File: config.mk
export PLATFORM = sky130hd
export DESIGN_NAME = instFetch
export DESIGN_NICKNAME = d
export VERILOG_FILES = /design/src/hdl/fetchPkg.sv /design/src/hdl/instFetch.sv
export VERILOG_INCLUDE_DIRS = /design/src /design/src/include
export SDC_FILE = /design/constraint.sdc
export NUM_CORES = 1
export LEC_CHECK = 0
export BUFFER_PORTS_ARGS = -buffer_cell sky130_fd_sc_hd__clkbuf_2
export CORE_MARGIN = 1
export CORE_UTILIZATION = 39
export DETAILED_ROUTE_END_ITERATION = 6
export PLACE_DENSITY_LB_ADDON = 0.1
export SETUP_SLACK_MARGIN = 0.2
export SLEW_MARGIN = 20
export SYNTH_ARGS = -nofsm -noshare
export SYNTH_HDL_FRONTEND = slang
export SYNTH_SLANG_ARGS = --single-unit
File: constraint.sdc
create_clock -name clk -period 3.2 [get_ports clk]
set_input_delay 0.8 -clock clk [delete_from_list [all_inputs] [get_ports clk]]
set_output_delay 0.8 -clock clk [all_outputs]
set_load 0.005 [all_outputs]
File: src/include/fetch_consts.svh
`ifndef FETCH_CONSTS_SVH
`define FETCH_CONSTS_SVH

// Boot vector, first fetch after reset
// Lies in kseg1, so it is unmapped and uncached
`define FETCH_RESET_PC 32'hBFC00000

// Instruction RAM word address width
// 1024 words of 32 bits
`define IMEM_ADDR_W 10

// Cycles from an accepted read to valid
`define IMEM_LATENCY 2

// Segment boundaries of the virtual address space
// useg   0x00000000 .. 0x7FFFFFFF  mapped, not translated here
// kseg0  0x80000000 .. 0x9FFFFFFF  unmapped, cached
// kseg1  0xA0000000 .. 0xBFFFFFFF  unmapped, uncached
// kseg2  0xC0000000 .. 0xFFFFFFFF  mapped, kseg3 included
`define SEG_KSEG0_BASE 32'h80000000
`define SEG_KSEG2_BASE 32'hC0000000

`endif

File: src/hdl/fetchPkg.sv
package fetchPkg;

    // Virtual address segment of a fetch request
    typedef enum logic [1:0] {
        SEG_USEG,
        SEG_KSEG0,
        SEG_KSEG1,
        SEG_KSEG2
    } segKind_e;

    // Fetch unit to translator
    typedef struct packed {
        logic [31:0] vaddr;
        logic        readEn;
    } fetchReq_t;

    // Translator and RAM back to the fetch unit
    typedef struct packed {
        logic [31:0] rdata;
        logic        valid;
        logic        addressError;
        logic        tlbMiss;
        logic        tlbInvalid;
        logic        tlbReady;
    } memResp_t;

    // Fetched word as seen by the pipeline
    typedef struct packed {
        logic [31:0] pc;
        logic [31:0] instr;
        logic        addressError;
        logic        tlbMiss;
        logic        tlbInvalid;
        logic        isDelaySlot;
    } fetchOut_t;

endpackage

File: src/hdl/instFetch.sv
`include "fetch_consts.svh"

module instFetch (
    input  logic                clk,
    input  logic                reset,
    input  logic                absJump_i,
    input  logic [31:0]         absJumpAddress_i,
    input  logic                stall_i,
    input  logic                exception_i,
    output fetchPkg::fetchReq_t fetchReq_o,
    input  fetchPkg::memResp_t  memResp_i,
    output fetchPkg::fetchOut_t fetched_o,
    output logic                bubble_o
);

    logic [31:0] pc;
    logic [31:0] pcNext;
    logic        pcFromJump;
    logic        jumpTaken;
    logic        advance;
    logic        readEn;
    logic        running;

    logic        pendingJump;
    logic        pendingJumpNext;
    logic [31:0] pendingJumpAddr;
    logic        pendingExc;
    logic        pendingExcNext;

    logic        busy;
    logic        busyNext;
    logic        pcMisaligned;
    logic        currentFault;
    logic        hasResponse;
    logic        canSend;
    logic        wantExc;
    logic        wantJump;
    logic        bubble;

    logic        latchResult;
    logic        latchResultNext;
    logic [31:0] lastInstr;
    logic        lastAddressError;
    logic        lastTlbMiss;
    logic        lastTlbInvalid;

    assign pcMisaligned = pc[1:0] != 2'b00;
    assign currentFault = memResp_i.addressError || memResp_i.tlbMiss ||
                          memResp_i.tlbInvalid || pcMisaligned;
    assign hasResponse  = (memResp_i.valid || currentFault) && memResp_i.tlbReady;

    // One read in flight at most
    assign canSend  = hasResponse || !busy;
    assign wantExc  = exception_i || pendingExc;
    assign wantJump = absJump_i || pendingJump;

    // An exception swallows whatever arrives
    assign bubble   = wantExc || !hasResponse;
    assign bubble_o = latchResult ? 1'b0 : bubble;

    always_comb begin
        if (stall_i && !bubble) begin
            latchResultNext = 1'b1;
        end else if (!stall_i) begin
            latchResultNext = 1'b0;
        end else begin
            latchResultNext = latchResult;
        end
    end

    always_comb begin
        pcNext          = pc;
        readEn          = 1'b0;
        jumpTaken       = 1'b0;
        advance         = 1'b0;
        pendingExcNext  = wantExc;
        pendingJumpNext = wantJump;
        if (running && canSend && !stall_i && (wantJump || !wantExc)) begin
            advance         = 1'b1;
            pendingExcNext  = 1'b0;
            pendingJumpNext = 1'b0;
            if (absJump_i) begin
                pcNext    = absJumpAddress_i;
                jumpTaken = 1'b1;
            end else if (pendingJump) begin
                pcNext    = pendingJumpAddr;
                jumpTaken = 1'b1;
            end else if (!bubble_o) begin
                pcNext = pc + 32'd4;
            end
            // Misaligned PC faults locally, nothing goes to memory
            readEn = pcNext[1:0] == 2'b00;
        end
    end

    assign busyNext = readEn ? 1'b1 : (hasResponse ? 1'b0 : busy);

    assign fetchReq_o = '{vaddr: pcNext, readEn: readEn};

    always_comb begin
        fetched_o.pc          = pc;
        fetched_o.isDelaySlot = pcFromJump;
        if (latchResult) begin
            fetched_o.instr        = lastInstr;
            fetched_o.addressError = lastAddressError;
            fetched_o.tlbMiss      = lastTlbMiss;
            fetched_o.tlbInvalid   = lastTlbInvalid;
        end else begin
            fetched_o.instr        = memResp_i.rdata;
            fetched_o.addressError = memResp_i.addressError || pcMisaligned;
            fetched_o.tlbMiss      = memResp_i.tlbMiss;
            fetched_o.tlbInvalid   = memResp_i.tlbInvalid;
        end
    end

    always_ff @(posedge clk) begin
        if (reset) begin
            pc               <= `FETCH_RESET_PC;
            pcFromJump       <= 1'b0;
            running          <= 1'b0;
            pendingJump      <= 1'b0;
            pendingExc       <= 1'b0;
            busy             <= 1'b0;
            latchResult      <= 1'b0;
            lastAddressError <= 1'b0;
            lastTlbMiss      <= 1'b0;
            lastTlbInvalid   <= 1'b0;
        end else begin
            running     <= 1'b1;
            pendingJump <= pendingJumpNext;
            pendingExc  <= pendingExcNext;
            busy        <= busyNext;
            latchResult <= latchResultNext;
            if (advance) begin
                pc         <= pcNext;
                pcFromJump <= jumpTaken;
            end
            lastAddressError <= fetched_o.addressError;
            lastTlbMiss      <= fetched_o.tlbMiss;
            lastTlbInvalid   <= fetched_o.tlbInvalid;
        end
    end

    always_ff @(posedge clk) begin
        lastInstr <= fetched_o.instr;
        if (absJump_i) begin
            pendingJumpAddr <= absJumpAddress_i;
        end
    end

endmodule

# ---- Yosys cells after proc, flatten, opt, wreduce, memory -nomap -nowiden
# Cells that the tools add are included.
dict set report word_totals {
  reg_bits 105
  out_inout_bits 102
}
dict set report op_classes {
  addsub 1
  eq_ne 1
  muxes 17
  reduce_logical 24
}
# cell n
set op_table {}
lappend op_table {{$mux 32} 5}
lappend op_table {{$mux 35} 1}
lappend op_table {{$add 32x3->32 const B} 1}
lappend op_table {{$mux 1} 11}
lappend op_table {{$logic_or 1x1->1} 10}
lappend op_table {{$logic_and 1x1->1} 5}
lappend op_table {{$logic_not 1->1} 5}
lappend op_table {{$reduce_bool 2->1} 2}
lappend op_table {{$logic_not 2->1} 1}
lappend op_table {{$ne 2x1->1 const B} 1}
lappend op_table {{$reduce_or 2->1} 1}

# ---- Depth between registers and ports, before layout
dict set report logic_depth {
  depth_word 15
  ltp_mapped 9
}

# ---- Worst setup path after synthesis
# OpenSTA, ideal clock, no wires.
dict set report synth_timing {
  kind {input to output}
  start {input port memResp_i[4] in the netlist's numbering}
  end {output port fetchReq_o[19] in the netlist's numbering}
  path_buffers 2
  t_arrival_ns 2.325
  cell_stages 7
  setup_slack_ns 0.075
  required_ns 2.400
  cell_sequence {or4b_1 > or2_1 > and2_1 > buf_6 > buf_2 > a21o_1 > a31oi_1}
}
# element line
set synth_rtl {}
lappend synth_rtl {{start, declared} instFetch.sv:11} ;# input fetchPkg::memResp_t memResp_i,
lappend synth_rtl {{end, declared} instFetch.sv:10} ;# output fetchPkg::fetchReq_t fetchReq_o,

==> impl_metrics.csv <==
group,metric,value,unit
synthesis,yosys.area.top_type,"dfxtp_1",
sta,slew_violations,0,
sta,rsz0062_at_grt,"yes",
grt,overflow,0,
setup_path,critPathKind,"primary input to primary output",
clocking,clkSinkCount,105,
sta,slew-limit-headroom,42.3,%
grt,grt_pass1_wl,24900,um
sta,setup_violations,26,
synthesis,synth.lib_cells_used.distinct,66,
setup_path,end_kind,"primary output",
routing,via_per_inst,5.46,
setup_path,cp_num_buf_inv,2,
setup_path,regToRegSetupSlack,1.01,ns
placement,dp_slack,-0.360,ns
final_layout,layout-drive-gt1-share,55.6,%
synthesis,synth_async_sr_flop_share,0,%
setup_path,cp_slowest_stage_delay,0.57,ns
synthesis,synthesis.nets,563,
placement,dp_cells,874,
sta,skew,0.00890,ns
die,die-area,13100,um2
setup_path,r2r_start,"pc[2]$_SDFFE_PP0N_",
routing,dr.pass1.iters,5,
placement,gp_congestion,0.832,
min_path,min_path_type,"register to register",
power,power-per-cell-area,432,nW/um2
setup_path,crit_fanout,6,
routing,wl_per_cell,17.7,um
power,comb_power_share,19.4,%
power,switching_share,28.0,%
clocking,clockBufferDepth,2,
sta,tightestPinTransition,0.864,ns
outcome,status,"finished, violations left",
clocking,root_buffer,"clkbuf_16",
synthesis,avgSynthCellArea,10.1,um2
final_layout,antenna_cells,0,
setup_path,worstPathRequired,2.40,ns
routing,ant_nets,0,
power,p_sw,907,uW
grt,antenna_found_initial,0,
power,p_int,2330,uW
synthesis,synthCells,488,
grt,grt_max_degree,37,
placement,dpl_cell_area,6520,um2
setup_path,path_cells,"buf_6 -> or4b_4 -> or2_4 -> and2_4 -> and3_4 -> a311oi_2 -> buf_2",
placement,dp_hpwl,11700,um
setup_path,cp.arrival,2.55,ns
die,initial_utilization,40.6,%
grt,grtUsageTotal,24.8,%
clocking,cts_tree,"yes",
final_layout,stdcell_area,7500,um2
routing,vias,5001,
synthesis,syn_area,4940,um2
flow_run,max-cap-violations,0,
power,peakVddDrop,0.379,mV
final_layout,nNetsFinal,818,
clocking,clkLatencyLatePin,0.36,ns
sta,hold_violations,0,
sta,hold_ws,0.474,ns
die,die_y,115,um
min_path,worstHoldStart,"lastInstr[28]$_DFF_P_",
synthesis,synth_edf_count,32,
sta,finalWorstSetupSlack,-0.149,ns
sta,fmax,299,MHz
sta,min_period_over_period,105,%
placement,port-buffer-count,175,
synthesis,ys_seq_area_share,49.1,%
power,power_leakage,0.00316,uW
power,seqPwrFrac,47.0,%
clocking,cts_max_level,3,
setup_path,crit_start,"memResp_i[4]",
routing,drc,0,
final_layout,regArea,2430,um2
die,fp.dieW,115,um
setup_path,cp_top_family,"simple AND/OR/NAND/NOR gates",
clocking,cts_buffers,9,
die,io_pins,176,
sta,fin_crit,3.35,ns
synthesis,yosys_warnings,0,
synthesis,synth_top_area_share,29.6,%
power,clkPwrFrac,33.6,%
outcome,violations,"negative setup slack",
die,core_area,12200,um2
final_layout,fillCellCount,1026,
power,power,3240,uW
clocking,clk_pin_slew,0.07,ns
routing,dr.first_iter.drc_count,404,
setup_path,cp-start-kind,"primary input",
routing,totalWireLength,16200,um
synthesis,synth_flop_cell,"dfxtp_1",
final_layout,multi_input_area,2790,um2
final_layout,syn_to_final_growth,51.8,%
synthesis,ys_ff_latch,105,
die,rows,40,
setup_path,slowest_stage,"or4b_4",
final_layout,final_cells,916,
synthesis,synthTopCellsByArea,"dfxtp_1, edfxtp_1, mux2_2",
grt,grt_pass1_vias,4856,
-- metal layers --
metal  track usage (%)  part of all wire, %
met1              31.3                   43
met4              6.15                  1.1
met3              7.83                  8.9
met2              41.0                   47
met5                 0                    0
-- cell usage after synthesis, drive strengths merged, types with 3 or more instances --
cell type and instances:
a221o 4, nand3 17, nor3 16, nand4 6
mux2i 6, a211oi 3, o22a 3, or2 6
clkbuf 22, nor2 38, a22oi 4, a21oi 25
a22o 4, a311oi 7, inv 6, and3 3
a2bb2oi 3, nor2b 6, nor3b 10, and2 17
o311ai 4, mux2 35, o21a 4, nand2b 8
buf 9, a21o 4, nor4 9, o22ai 13
or3 6, edfxtp 32, o21ai 16, a31oi 8
nand2 29, a31o 4, dfxtp 73, and4 4
-- cells in the final DEF, fill, tap and decap left out, types with 4 or more instances in the layout --
cell type,count
o21ai_0,7
o21ai_2,7
o21a_1,4
nor3_1,10
and2_1,15
buf_6,14
nor4_4,4
nand3_1,13
a31oi_1,5
nor2b_1,4
nor2_4,4
a21o_1,4
nand4_1,5
mux2_2,35
inv_1,6
a21oi_2,4
buf_4,81
a221o_1,4
nor3b_1,8
clkbuf_2,165
a31o_2,4
buf_12,5
and4_1,4
nor2_1,31
mux2i_1,5
buf_2,9
a21oi_1,21
a22oi_1,4
dfxtp_2,10
o22ai_1,13
nand2b_1,6
edfxtp_1,32
a22o_1,4
clkbuf_16,9
dfxtp_1,63
nand2_1,26
a311oi_1,4
-- final cells by class --
type | instances | share of cell area [%]
Clock buffer | 10 | 3.05
Clock inverter | 6 | 0.768
Inverter | 6 | 0.300
Multi-Input combinational cell | 346 | 37.2
Sequential cell | 105 | 32.5
Tap cell | 168 | 2.80
Timing Repair Buffer | 275 | 23.4
-- state kept, by name, summed over array words and instances (netlist names) --
| name | flops |
|---|---|
| lastInstr | 32 |
| pc | 32 |
| pendingJumpAddr | 32 |
| busy | 1 |
| lastAddressError | 1 |
| lastTlbInvalid | 1 |
| lastTlbMiss | 1 |
| latchResult | 1 |
| pcFromJump | 1 |
| pendingExc | 1 |
| pendingJump | 1 |
| running | 1 |
-- logic make-up (layout without fill, tap and decap cells) --
logic type                 Yosys count  count (layout)  share of synthesized area (%)
adders and majority gates            1               1                          0.253
DFF                                105             105                           49.1
AOI/OAI and AO/OA                  124             124                           17.8
muxes                               41              41                           9.20
buffers and inverters               37             297                           3.22
and+or+nand+nor                    180             180                           20.4
-- per-stage QoR --
| stage | setup TNS [ns] | utilization, % |
|---|---|---|
| 2_1_floorplan | 0 | - |
| 3_3_place_gp | -5.70 | 53.6 |
| 3_5_place_dp | -6.16 | 53.6 |
| 4_1_cts | -1.39 | 59.4 |
| 5_1_grt | -3.05 | 61.6 |
| 6_report | -1.53 | 61.6 |
-- what timing repair did --
item	in CTS	in global routing
hold buffers	0	0
gates resized for setup	69	54
buffers inserted	20	6
endpoints found under the setup margin	33	33
pin swaps	21	14
-- power groups by stage --
stage | Sequential [uW] | Clock [uW] | Combinational (uW)
after floorplan | 1540 | 0 | 266
after global placement | 1540 | 0 | 546
after detailed placement | 1550 | 0 | 556
after CTS | 1520 | 1120 | 597
after global routing | 1530 | 1170 | 681
final | 1520 | 1090 | 629
-- final timing paths --
| check | to | cells past startpoint |
|---|---|---|
| worst max-delay path | fetchReq_o[30] | 7 |
| worst min-delay path | lastInstr[28]$_DFF_P_ | 1 |
| worst max register to register | pc[23]$_SDFFE_PP1N_ | 9 |
| worst min register to register | lastInstr[28]$_DFF_P_ | 1 |
Power figures use the tool's default switching activity.
