### src/include/fetch_consts.svh
`ifndef FETCH_CONSTS_SVH
`define FETCH_CONSTS_SVH

// Boot vector, first fetch after reset
// Lies in kseg1, so it is unmapped and uncached
`define FETCH_RESET_PC 32'hBFC00000

// Instruction RAM word address width
// 1024 words of 32 bits
`define IMEM_ADDR_W 10

// Cycles from an accepted read to valid
`define IMEM_LATENCY 2

// Segment boundaries of the virtual address space
// useg   0x00000000 .. 0x7FFFFFFF  mapped, not translated here
// kseg0  0x80000000 .. 0x9FFFFFFF  unmapped, cached
// kseg1  0xA0000000 .. 0xBFFFFFFF  unmapped, uncached
// kseg2  0xC0000000 .. 0xFFFFFFFF  mapped, kseg3 included
`define SEG_KSEG0_BASE 32'h80000000
`define SEG_KSEG2_BASE 32'hC0000000

`endif

### src/hdl/fetchPkg.sv
package fetchPkg;

    // Virtual address segment of a fetch request
    typedef enum logic [1:0] {
        SEG_USEG,
        SEG_KSEG0,
        SEG_KSEG1,
        SEG_KSEG2
    } segKind_e;

    // Fetch unit to translator
    typedef struct packed {
        logic [31:0] vaddr;
        logic        readEn;
    } fetchReq_t;

    // Translator and RAM back to the fetch unit
    typedef struct packed {
        logic [31:0] rdata;
        logic        valid;
        logic        addressError;
        logic        tlbMiss;
        logic        tlbInvalid;
        logic        tlbReady;
    } memResp_t;

    // Fetched word as seen by the pipeline
    typedef struct packed {
        logic [31:0] pc;
        logic [31:0] instr;
        logic        addressError;
        logic        tlbMiss;
        logic        tlbInvalid;
        logic        isDelaySlot;
    } fetchOut_t;

endpackage

### src/hdl/addrTranslate.sv
`include "fetch_consts.svh"

module addrTranslate (
    input  logic                clk,
    input  logic                reset,
    input  fetchPkg::fetchReq_t req_i,
    output logic [31:0]         physAddr_o,
    output logic                go_o,
    input  logic                ramValid_i,
    input  logic [31:0]         ramData_i,
    output fetchPkg::memResp_t  resp_o
);

    import fetchPkg::*;

    fetchReq_t reqQ;
    segKind_e  seg;
    logic      misaligned;
    logic      ramWait;
    logic      ramHit;

    function automatic segKind_e classify(input logic [31:0] vaddr);
        segKind_e kind;
        if (vaddr < `SEG_KSEG0_BASE) begin
            kind = SEG_USEG;
        end else if (vaddr >= `SEG_KSEG2_BASE) begin
            kind = SEG_KSEG2;
        end else if (vaddr[29]) begin
            kind = SEG_KSEG1;
        end else begin
            kind = SEG_KSEG0;
        end
        return kind;
    endfunction

    always_ff @(posedge clk) begin
        if (reset) begin
            reqQ.readEn <= 1'b0;
            ramWait     <= 1'b0;
        end else begin
            reqQ.readEn <= req_i.readEn;
            if (go_o) begin
                ramWait <= 1'b1;
            end else if (ramValid_i) begin
                ramWait <= 1'b0;
            end
        end
    end

    always_ff @(posedge clk) begin
        reqQ.vaddr <= req_i.vaddr;
    end

    assign seg        = classify(reqQ.vaddr);
    assign misaligned = reqQ.vaddr[1:0] != 2'b00;

    // kseg0 and kseg1 map straight onto the low 512 MB
    assign physAddr_o = {3'b000, reqQ.vaddr[28:0]};
    assign go_o = reqQ.readEn && !misaligned && (seg == SEG_KSEG0 || seg == SEG_KSEG1);

    // Only a read we are still waiting on counts as a hit
    assign ramHit = ramValid_i && ramWait;

    assign resp_o.rdata        = ramData_i;
    assign resp_o.valid        = ramHit;
    assign resp_o.addressError = reqQ.readEn && misaligned;
    assign resp_o.tlbMiss      = reqQ.readEn && seg == SEG_USEG;
    assign resp_o.tlbInvalid   = reqQ.readEn && seg == SEG_KSEG2;
    assign resp_o.tlbReady     = !(go_o || ramWait) || ramHit;

endmodule

### config.mk
export PLATFORM = sky130hd
export DESIGN_NAME = addrTranslate
export DESIGN_NICKNAME = d
export VERILOG_FILES = /design/src/hdl/fetchPkg.sv /design/src/hdl/addrTranslate.sv
export VERILOG_INCLUDE_DIRS = /design/src /design/src/include
export SDC_FILE = /design/constraint.sdc
export NUM_CORES = 1
export LEC_CHECK = 0
export ABC_CLOCK_PERIOD_IN_PS = 2450
export BUFFER_PORTS_ARGS = -buffer_cell sky130_fd_sc_hd__buf_4
export CAP_MARGIN = 10
export CORE_MARGIN = 10
export CORE_UTILIZATION = 37
export DETAILED_ROUTE_END_ITERATION = 12
export PLACE_DENSITY = 0.88
export SLEW_MARGIN = 20
export SYNTH_ARGS = -nofsm -noshare
export SYNTH_HDL_FRONTEND = slang
export SYNTH_SLANG_ARGS = --single-unit
### constraint.sdc
create_clock -name clk -period 2.45 [get_ports clk]
set_input_delay 0.3675 -clock clk [delete_from_list [all_inputs] [get_ports clk]]
set_output_delay 0.3675 -clock clk [all_outputs]
set_load 0.05 [all_outputs]
=== Word-level counts from Yosys, hierarchy flattened ===
Cells that the tools add are included.

* Equality and inequality tests: 3
* Reduce and logical (&&, ||, !) cells: 14
* Magnitude comparators: 2
* Multiplexer cells: 5

{| class="wikitable"
|+ Operators with widths
! kind !! number
|-
| 32-bit >= comparator (second input constant) || 1
|-
| 32-bit < comparator (second input constant) || 1
|-
| 1-bit logical AND || 6
|-
| 2-bit two-way mux || 3
|-
| 2-bit equality test (second input constant) || 2
|-
| 2-bit nonzero test || 2
|-
| 1-bit logical OR || 3
|-
| 2-bit by 1-bit equality test with 1-bit output (second input constant) || 1
|-
| 1-bit logical NOT || 2
|-
| 2-bit logical NOT || 1
|-
| 1-bit two-way mux || 2
|}

* Output and inout bits: 70
* Input bits: 68
* Word-level logic and storage cells: 27
* Register bits: 34

=== Logic depth before layout (Yosys ltp) ===
Gate-level depths: netlist of run 1.

* Word-level depth: 9
* Mapped depth: 5
* Mapped depth without buffers: 5

=== Worst setup path before layout of run 1 ===
No wires, ideal clock.

* Path type: register to output
* Start: register reqQ[30] in the netlist's numbering
* End: output resp_o[0] in the netlist's numbering
* Path slack: 724 ps
* Stages on the path, launching flop included: 6
* Required time: 2082 ps
* Arrival time: 1358 ps
* Path buffers: 0
* Cells stage by stage: dfxtp_1 inv_2 o21a_1 ha_1 nand4bb_4 o21a_1

{| class="wikitable"
|+ RTL lines
! what !! line !! RTL
|-
| start, declared || addrTranslate.sv:16 || <nowiki>fetchReq_t reqQ;</nowiki>
|-
| end, declared || addrTranslate.sv:11 || <nowiki>output fetchPkg::memResp_t resp_o</nowiki>
|}

==> impl_metrics.ini, run 1 <==
[status]
status = completed

[setup_path]
crit_path_end_kind = primary output
crit_end = resp_o[0]
cp-start-kind = flop
crit_type = reg -> out
critPathMaxFanout = 3
path_buf_inv = 2
crit_family = compound AO/OA/AOI/OAI gates
reg2reg_from = reqQ[30]
reg2reg_depth = 5
cp.required_ns = 2.08
arrival_ns = 1.70
r2r_setup_slack_ns = 1.26
crit_top_cell = o21a_1
crit_cells = 6
r2r-end = ramWait
cp_slowest_cell = dfxtp_1
path_cells = inv_2 > o21a_1 > ha_1 > nand4bb_4 > o21a_1 > buf_4
crit_path_start = reqQ[30]
max_stage_delay_ns = 0.35

[placement]
gp_congestion = 0.693
portBuffers = 70

[clock_network]
cts_made_buffers = 5
cts_resized = 0
clk_pin_slew_ns = 0.10
cts_setup_buffers = 0
clk_path_buf_depth = 2
cts_tree = built
cts.sinks = 34
root_buffer = clkbuf_4
h-tree-depth = 2
insertion_delay_ns = 0.33
cts_hold_buf = 0

[timing]
timing.final.crit_share_pct = 84.4
max_freq_ghz = 0.483
layout_min_cycle_time_ns = 2.07
hold_viol = 0
tns_ns = 0
report.final.slew_viol_count = 0
rsz0062_at_grt = false
setup_viol_count_final = 0
finClkSkew_ns = 0.000189

[route]
vias_per_cell = 3.92
final_antenna_net_count = 0
routed_wl_um = 2630
drt_iter0_markers = 5
vias = 698
wl_per_cell_um = 14.8
dr.pass1.iters = 2
drc = 0

[power]
ir_worst_vdd_mv = 0.527
p_total_mw = 1.11
p_leak_nw = 0.736
p_per_area_nw_per_um2 = 755

[logic_synthesis]
ys_types = 14
ys_seq_area_share_pct = 52.1
ys_top_cells_by_area = dfxtp_1 (52%), buf_4 (37%), nand4bb_4 (2.1%)
netlist_area_um2 = 1310
syn_inst = 117
synth_top_cell_by_area = dfxtp_1
syn_avg_cell_area_um2 = 11.2
ys_seq_elements = 34
synth_top_area_share_pct = 52.1
synth_warnings = 0

[grt]
first_global_vias = 776
antenna_found_initial = 0
overflow = 0
grt_use_total_pct = 8.28
grt_pass1_wl_um = 3840
grt_max_degree = 11

[floorplan]
die_x_um = 79.4
io_pins = 138
die_h_um = 79.4
start_util_pct = 38.9
fp-row-count = 21
core_area_um2 = 3360
dieArea_um2 = 6310

[finish]
nets = 201
layout_common_cells = buf_4 (70), dfxtp_1 (34), clkbuf_4 (5)
areaGrowthSynthToFinish_pct = 12.4
drive_gt1_share_pct = 61.4
n_antenna_cell = 0
mostFrequentLayoutCell = buf_4

[flow_run]
drv_cap = 0

[min_path]
hp-class = in -> reg
worst min path at each step:
stage                         start        endpoint  slack, ns  cells past startpoint
after global routing       req_i[2]   physAddr_o[1]       0.10                      1
after CTS                 req_i[31]        reqQ[31]       0.12                      1
after detailed placement  req_i[23]  physAddr_o[22]       0.47                      1
after floorplan            req_i[1]   physAddr_o[0]       0.40                      0
after global placement    req_i[15]  physAddr_o[14]       0.47                      1
final                     req_i[31]        reqQ[31]       0.13                      1
cell usage after synthesis:
| cell | n |
|---|---|
| a21oi_1 | 1 |
| and2_1 | 1 |
| and2_2 | 2 |
| buf_4 | 65 |
| conb_1 | 1 |
| dfxtp_1 | 34 |
| ha_1 | 2 |
| inv_1 | 2 |
| inv_2 | 1 |
| nand2b_1 | 1 |
| nand4bb_4 | 1 |
| nor2b_1 | 1 |
| o21a_1 | 3 |
| o21ai_1 | 2 |
metal layers:
layer | track usage, % | wire (um)
met1 | 5.35 | 630
met2 | 12.5 | 1230
met3 | 9.46 | 642
met4 | 6.81 | 131
met5 | 0 | 0
area by class of cell:
class	count	area, um2
fillers	317	1890
clock inverters	1	5.00
well taps	46	57.6
inverters	3	11.3
multi-input cells	17	135
repair buffers	70	526
flip-flops and latches	34	681
clock buffers	7	55.1
kinds of logic (layout without fill, tap and decap cells):
logic type      after synthesis  after routing  synth area share (%)
simple gates                  6              6                  4.69
buf+inv                      68             81                  38.2
other cells                   1              3                 0.287
compound gates                6              6                  2.87
fa+ha+maj                     2              2                  1.91
flops                        34             34                  52.1
sequential cells by signal, summed over array words and instances (netlist names):
register and cells:
physAddr_o 29, ramWait 1, reqQ 4
per-stage QoR:
stage	cells	worst slack [ns]	util, %	cell area (um2)	hold WS, ns
6_report	178	0.382	43.7	1470	0.134
5_1_grt	178	0.268	43.7	1470	0.104
4_1_cts	178	0.354	43.7	1470	0.119
3_5_place_dp	170	0.734	41.9	1410	0.473
3_3_place_gp	170	0.762	41.9	1410	0.472
2_1_floorplan	119	0.724	-	1320	0.395
worst register-to-register path, stage by stage, from the launching register on:
cell	delay [ns]
dfxtp_1	0.35
inv_2	0.04
o21a_1	0.18
ha_1	0.31
nand4bb_4	0.12
a21oi_1	0.13
power by group:
part | switching (mW) | internal [mW] | leakage [nW]
clock | 0.168 | 0.139 | 0.0353
combinational | 0.134 | 0.0767 | 0.414
sequential | 0.0101 | 0.582 | 0.286
total | 0.312 | 0.797 | 0.736
Note: power is estimated with default switching activity, not from simulation.
==> inputs of run 2 (changes only) <==
--- a/config.mk
+++ b/config.mk
@@ -6,13 +6,14 @@
 export SDC_FILE = /design/constraint.sdc
 export NUM_CORES = 1
 export LEC_CHECK = 0
-export ABC_CLOCK_PERIOD_IN_PS = 2450
+export ABC_AREA = 1
+export ABC_CLOCK_PERIOD_IN_PS = 1700
 export BUFFER_PORTS_ARGS = -buffer_cell sky130_fd_sc_hd__buf_4
 export CAP_MARGIN = 10
 export CORE_MARGIN = 10
-export CORE_UTILIZATION = 37
+export CORE_UTILIZATION = 31
 export DETAILED_ROUTE_END_ITERATION = 12
-export PLACE_DENSITY = 0.88
+export PLACE_DENSITY = 0.78
 export SLEW_MARGIN = 20
 export SYNTH_ARGS = -nofsm -noshare
 export SYNTH_HDL_FRONTEND = slang
==> constraint.sdc (replaced) <==
create_clock -name clk -period 1.7 [get_ports clk]
set_input_delay 0.255 -clock clk [delete_from_list [all_inputs] [get_ports clk]]
set_output_delay 0.255 -clock clk [all_outputs]
set_load 0.05 [all_outputs]
==> run 2 against run 1 <==
The flow now finishes with violations (negative setup slack); first-iteration DRC count rose by 140%; clock skew up 0.0014 ns; highest routed layer unchanged; synthesized area is 0.38% higher; clock power rose by 130%; sequential power up 45%; cell count rose by 11%; flip-flop and latch count stayed put.
==> impl_metrics.ini, run 2 <==
[logic_synthesis]
ys_types = 12
ys_seq_area_share_pct = 51.9
syn_avg_cell_area_um2 = 10.3
synth_common_cells = buf_4 (65), dfxtp_1 (34), inv_1 (12)
synth_top_area_share_pct = 51.9
yosysMostFrequentCell = buf_4
synth_top_cell_by_area = dfxtp_1
netlist_area_um2 = 1310
synthArstFlopShare_pct = 0
ys_top_cells_by_area = dfxtp_1 (52%), buf_4 (37%), inv_1 (3.4%)
syn_inst = 128
ys_seq_elements = 34
synth_warnings = 0
synthFlopType = dfxtp_1
synth_edf_count = 0

[clock_network]
clk_path_buf_depth = 2
clk_pin_slew_ns = 0.07
cts_made_buffers = 5
h-tree-depth = 2
cts.sinks = 34
root_buffer = clkbuf_8
cts_tree = built
cts_hold_buf = 0
insertion_delay_ns = 0.28

[finish]
n_antenna_cell = 0
nets = 216
nFillCells = 403
mostFrequentLayoutCell = buf_4
areaGrowthSynthToFinish_pct = 20.7
stdcell_count = 197
largest_reg_flops = 29
layout_common_cells = buf_4 (71), dfxtp_1 (31), inv_1 (11)
drive_gt1_share_pct = 62.6

[setup_path]
crit_type = reg -> out
cp-start-kind = flop
max_stage_delay_ns = 0.33
critPathMaxFanout = 3
cp_slowest_cell = dfxtp_2
crit_path_end_kind = primary output
arrival_ns = 1.53
cp.required_ns = 1.44
crit_top_cell = nand2_1
path_cells = o21ai_2 > inv_1 > ha_1 > nand2_1 > inv_2 > nand2_2 > nand2_1 > nand2_1 > buf_6

[route]
wl_per_cell_um = 14.5
dr.pass1.iters = 2
vias_per_cell = 3.77
final_antenna_net_count = 0
drc = 0
drt_iter0_markers = 12
vias = 742
routed_wl_um = 2860

[timing]
max_freq_ghz = 0.562
hold_viol = 0
setup_viol_count_final = 2
hold_slack_ns = 0.0715
layout_min_cycle_time_ns = 1.78
report.final.slew_viol_count = 0
tns_ns = -0.126
rsz0062_at_grt = true
finClkSkew_ns = 0.00158
setup_ws_ns = -0.0807
timing.final.crit_share_pct = 105

[grt]
grt_pass1_wl_um = 4320
first_global_vias = 898
grt_use_total_pct = 7.91
antenna_found_initial = 0
overflow = 0
grt_max_degree = 12

[floorplan]
start_util_pct = 32.3
core_area_um2 = 4060
io_pins = 138
fp-row-count = 23
die_h_um = 85.1
die_x_um = 85.1
dieArea_um2 = 7240

[power]
p_per_area_nw_per_um2 = 1190
p_leak_nw = 0.835
ir_worst_vdd_mv = 0.714

[placement]
dp.cells = 185
hpwlAfterDp_um = 2400
gp_congestion = 0.620
portBuffers = 70

[flow_run]
drv_cap = 0

[status]
violations = negative setup slack
status = finished with violations

[min_path]
hp-class = in -> reg
-- run 2: cell count changes after synthesis, sizes merged, moves of 3 or more --
cell	delta
o21a	-3
nand2	+8
inv	+9
nor2	+3
and2	-3
-- run 2: area by class of cell --
type / instances / area [um2] / area share [%]
clock inverters: 3 / 40.0 / 2.53
well taps: 50 / 62.6 / 3.95
multi-input cells: 19 / 116 / 7.35
flip-flops and latches: 34 / 684 / 43.2
clock buffers: 5 / 68.8 / 4.34
repair buffers: 74 / 567 / 35.8
inverters: 12 / 45.0 / 2.84
-- run 2: cells by family after synthesis --
kind of cell    Yosys count  synth area share (%)
simple gates             11                  3.91
compound gates            3                  1.43
other cells               1                 0.286
fa+ha+maj                 2                  1.91
buf+inv                  77                  40.6
flops                    34                  51.9
-- run 2: final timing paths --
check                 start              to  slack [ns]  depth (start not counted)
hold / removal    req_i[22]  physAddr_o[21]        0.07                          1
setup reg to reg   reqQ[30]         ramWait        0.46                          8
hold reg to reg     ramWait         ramWait        0.50                          2
setup / recovery   reqQ[30]       resp_o[0]       -0.08                          9
-- run 2: timing repair --
action	CTS	global route
setup buffers	2	2
hold endpoints to repair	0	0
resized for setup	6	5
pin swaps	2	2
endpoints found under the setup margin	2	3
-- run 2: critical path: cells and delay by family, from the launching register on --
family	cells	cell delay (ns)
and+or+nand+nor	4	0.25
adders and majority gates	1	0.27
DFF	1	0.33
AOI/OAI and AO/OA	1	0.15
buffers and inverters	3	0.24
-- run 2: stage by stage --
step / cell area (um2) / utilization (%) / setup slack, ns / total power [mW]
finish: 1580 / 39.0 / -0.0807 / 1.88
global route: 1580 / 39.0 / -0.224 / 1.97
CTS: 1560 / 38.5 / -0.0979 / 1.91
detailed placement: 1420 / 35.0 / 0.0710 / 1.18
global placement: 1420 / 35.0 / 0.160 / 1.17
floorplan: 1320 / - / 0.0995 / 1.30
-- run 2: layer usage --
| layer | part of all wire (%) | wire length, um | global-route usage, % | up-vias |
|---|---|---|---|---|
| met3 | 19 | 539 | 6.98 | 27 |
| met5 | 0 | 0 | 0 | - |
| met4 | 8.0 | 229 | 8.98 | 0 |
| li1 | - | - | - | 342 |
| met2 | 47 | 1330 | 12.3 | 52 |
| met1 | 27 | 760 | 5.16 | 321 |
-- run 2: where the power goes --
part / internal (mW) / leakage, nW / switching [mW]
sequential: 0.840 / 0.286 / 0.0159
combinational: 0.115 / 0.490 / 0.199
clock: 0.431 / 0.0579 / 0.277
total: 1.39 / 0.835 / 0.491
==> inputs of run 3 (changes only) <==
--- a/config.mk
+++ b/config.mk
@@ -8,12 +8,13 @@
 export LEC_CHECK = 0
 export ABC_AREA = 1
 export ABC_CLOCK_PERIOD_IN_PS = 1700
-export BUFFER_PORTS_ARGS = -buffer_cell sky130_fd_sc_hd__buf_4
 export CAP_MARGIN = 10
 export CORE_MARGIN = 10
-export CORE_UTILIZATION = 31
+export CORE_UTILIZATION = 40
+export CTS_BUF_LIST = sky130_fd_sc_hd__clkbuf_8
 export DETAILED_ROUTE_END_ITERATION = 12
-export PLACE_DENSITY = 0.78
+export DONT_BUFFER_PORTS = 1
+export PLACE_DENSITY = 0.59
 export SLEW_MARGIN = 20
 export SYNTH_ARGS = -nofsm -noshare
 export SYNTH_HDL_FRONTEND = slang
==> run 3 against run 2 <==
The run still ends with negative setup slack left; cell area down 10%; first-iteration DRC count shrank 83%; cell count fell by 21%; clock skew rose by 0.0025 ns; critical endpoint unchanged.
==> impl_metrics.ini, run 3 (same netlist as run 2, synthesis figures left out) <==
[status]
status = finished with violations
violations = negative setup slack

[setup_path]
cp-start-kind = flop
crit_path_end_kind = primary output
path_cells = o21ai_4 > inv_2 > ha_4 > nand2_2 > inv_2 > nand2_4 > nand2_2 > nand2_2 > buf_12
critPathMaxFanout = 3
cp_slowest_cell = dfxtp_4
crit_type = reg -> out
cp.required_ns = 1.44
arrival_ns = 1.53
crit_top_cell = nand2_2
r2r_setup_slack_ns = 0.53
max_stage_delay_ns = 0.36

[placement]
portBuffers = 0
place_area_um2 = 950
gp_congestion = 0.640
post-place-ws_ns = 0.0841
dp.cells = 114
hpwlAfterDp_um = 2070

[timing]
finClkSkew_ns = 0.00409
max_freq_ghz = 0.559
worst_pin_slew_ns = 0.514
relSlewSlack_pct = 65.7
rsz0062_at_grt = true
setup_viol_count_final = 2
report.final.slew_viol_count = 0
layout_min_cycle_time_ns = 1.79
setup_ws_ns = -0.0877
timing.final.crit_share_pct = 105
hold_viol = 0

[power]
p_leak_nw = 0.654
power_frac_seq_pct = 58.1
p_sw_mw = 0.463
switching_share_pct = 27.3
clkPwrFrac_pct = 33.8
p_per_area_nw_per_um2 = 1190
pwr-share-comb_pct = 8.1
p_int_mw = 1.23
ir_worst_vdd_mv = 0.767

[floorplan]
die_h_um = 77.3
fp-row-count = 20
start_util_pct = 42.3
die_x_um = 77.3
io_pins = 138
dieArea_um2 = 5970
core_area_um2 = 3100

[grt]
grt_busiest_layer = met2
globalRouteMet1Util_pct = 5.91
grt_pass1_wl_um = 4050
overflow = 0
first_global_vias = 727
grt_use_met3_pct = 11.2
antenna_found_initial = 0
use_met2_pct = 14.0
grt_max_degree = 11
grt_use_total_pct = 9.00

[route]
drt_iter0_markers = 2
routed_wl_um = 2690
dr.pass1.iters = 2
drc = 0
wl_per_cell_um = 17.3
vias = 627
vias_per_cell = 4.05
final_antenna_net_count = 0

[flow_run]
drv_cap = 0

[clock_network]
cts_tree = built
cts_made_buffers = 5
clk_pin_slew_ns = 0.07
root_buffer = clkbuf_8
insertion_delay_ns = 0.27
h-tree-depth = 2
cts.sinks = 34
clk_path_buf_depth = 2

[finish]
mostFrequentLayoutCell = dlygate4sd3_1
stdcell_count = 155
layout_common_cells = dlygate4sd3_1 (32), dfxtp_1 (31), inv_1 (11)
n_antenna_cell = 0
largest_reg_flops = 29
areaGrowthSynthToFinish_pct = 8.39
fin_area_um2 = 1420
drive_gt1_share_pct = 24.3
nets = 180

[min_path]
hp-class = in -> reg
run 3: changes by cell type in the layout (fill, tap and decap cells not counted), sizes merged:
| cell | change |
|---|---|
| buf | -68 |
| dlygate4sd3 | +32 |
| bufinv | -1 |
| clkbuf | +1 |
| clkinv | -1 |
| inv | +1 |
run 3: final timing paths:
| kind | startpoint | cells after the start | end |
|---|---|---|---|
| worst min register to register | ramWait | 2 | ramWait |
| worst min-delay path | reset | 1 | ramWait |
| worst max-delay path | reqQ[30] | 9 | resp_o[0] |
| worst max register to register | reqQ[30] | 7 | ramWait |
run 3: metal layers:
| layer | vias up | part of all wire (%) |
|---|---|---|
| li1 | 271 | - |
| met2 | 82 | 47 |
| met4 | 0 | 2.1 |
| met5 | - | 0 |
| met3 | 16 | 26 |
| met1 | 258 | 25 |
run 3: cell type report:
type                       instances  area, um2
sequential                        34        687
tap                               44       55.1
fill                             295       1680
timing repair buffer              38        390
clock buffer                       6       82.6
clock inverter                     2       8.76
inverter                          12       45.0
multi-input combinational         19        154
run 3: power groups by stage:
stage / logic, mW / registers (mW) / clock network [mW]
final: 0.138 / 0.984 / 0.573
after global routing: 0.150 / 0.990 / 0.646
after CTS: 0.129 / 0.985 / 0.601
after detailed placement: 0.0677 / 1.00 / 0
after global placement: 0.0662 / 1.00 / 0
after floorplan: 0.436 / 0.868 / 0
run 3: repair_timing:
item | in CTS | in global routing
hold buffers | 32 | 0
endpoints found under the hold margin | 32 | 0
setup endpoints to repair | 2 | 3
resized for setup | 7 | 9
pin swaps | 1 | 2
buffers inserted | 1 | 0
run 3: through the flow:
step | setup TNS, ns | utilization [%] | power, mW | hold WS, ns
global route | -0.341 | 45.8 | 1.79 | 0.0225
CTS | -0.129 | 44.6 | 1.71 | 0.0276
finish | -0.136 | 45.8 | 1.70 | 0.0404
global placement | 0 | 30.6 | 1.07 | 0.283
detailed placement | 0 | 30.6 | 1.07 | 0.283
floorplan | 0 | - | 1.30 | 0.283
run 3: critical path: cells and delay by family, from the launching register on:
kind	cells	cell delay [ns]
buffers and inverters	3	0.26
AO/OA/AOI/OAI	1	0.16
flip-flops	1	0.36
adder cells (fa/ha/maj)	1	0.25
AND/OR/NAND/NOR	4	0.21
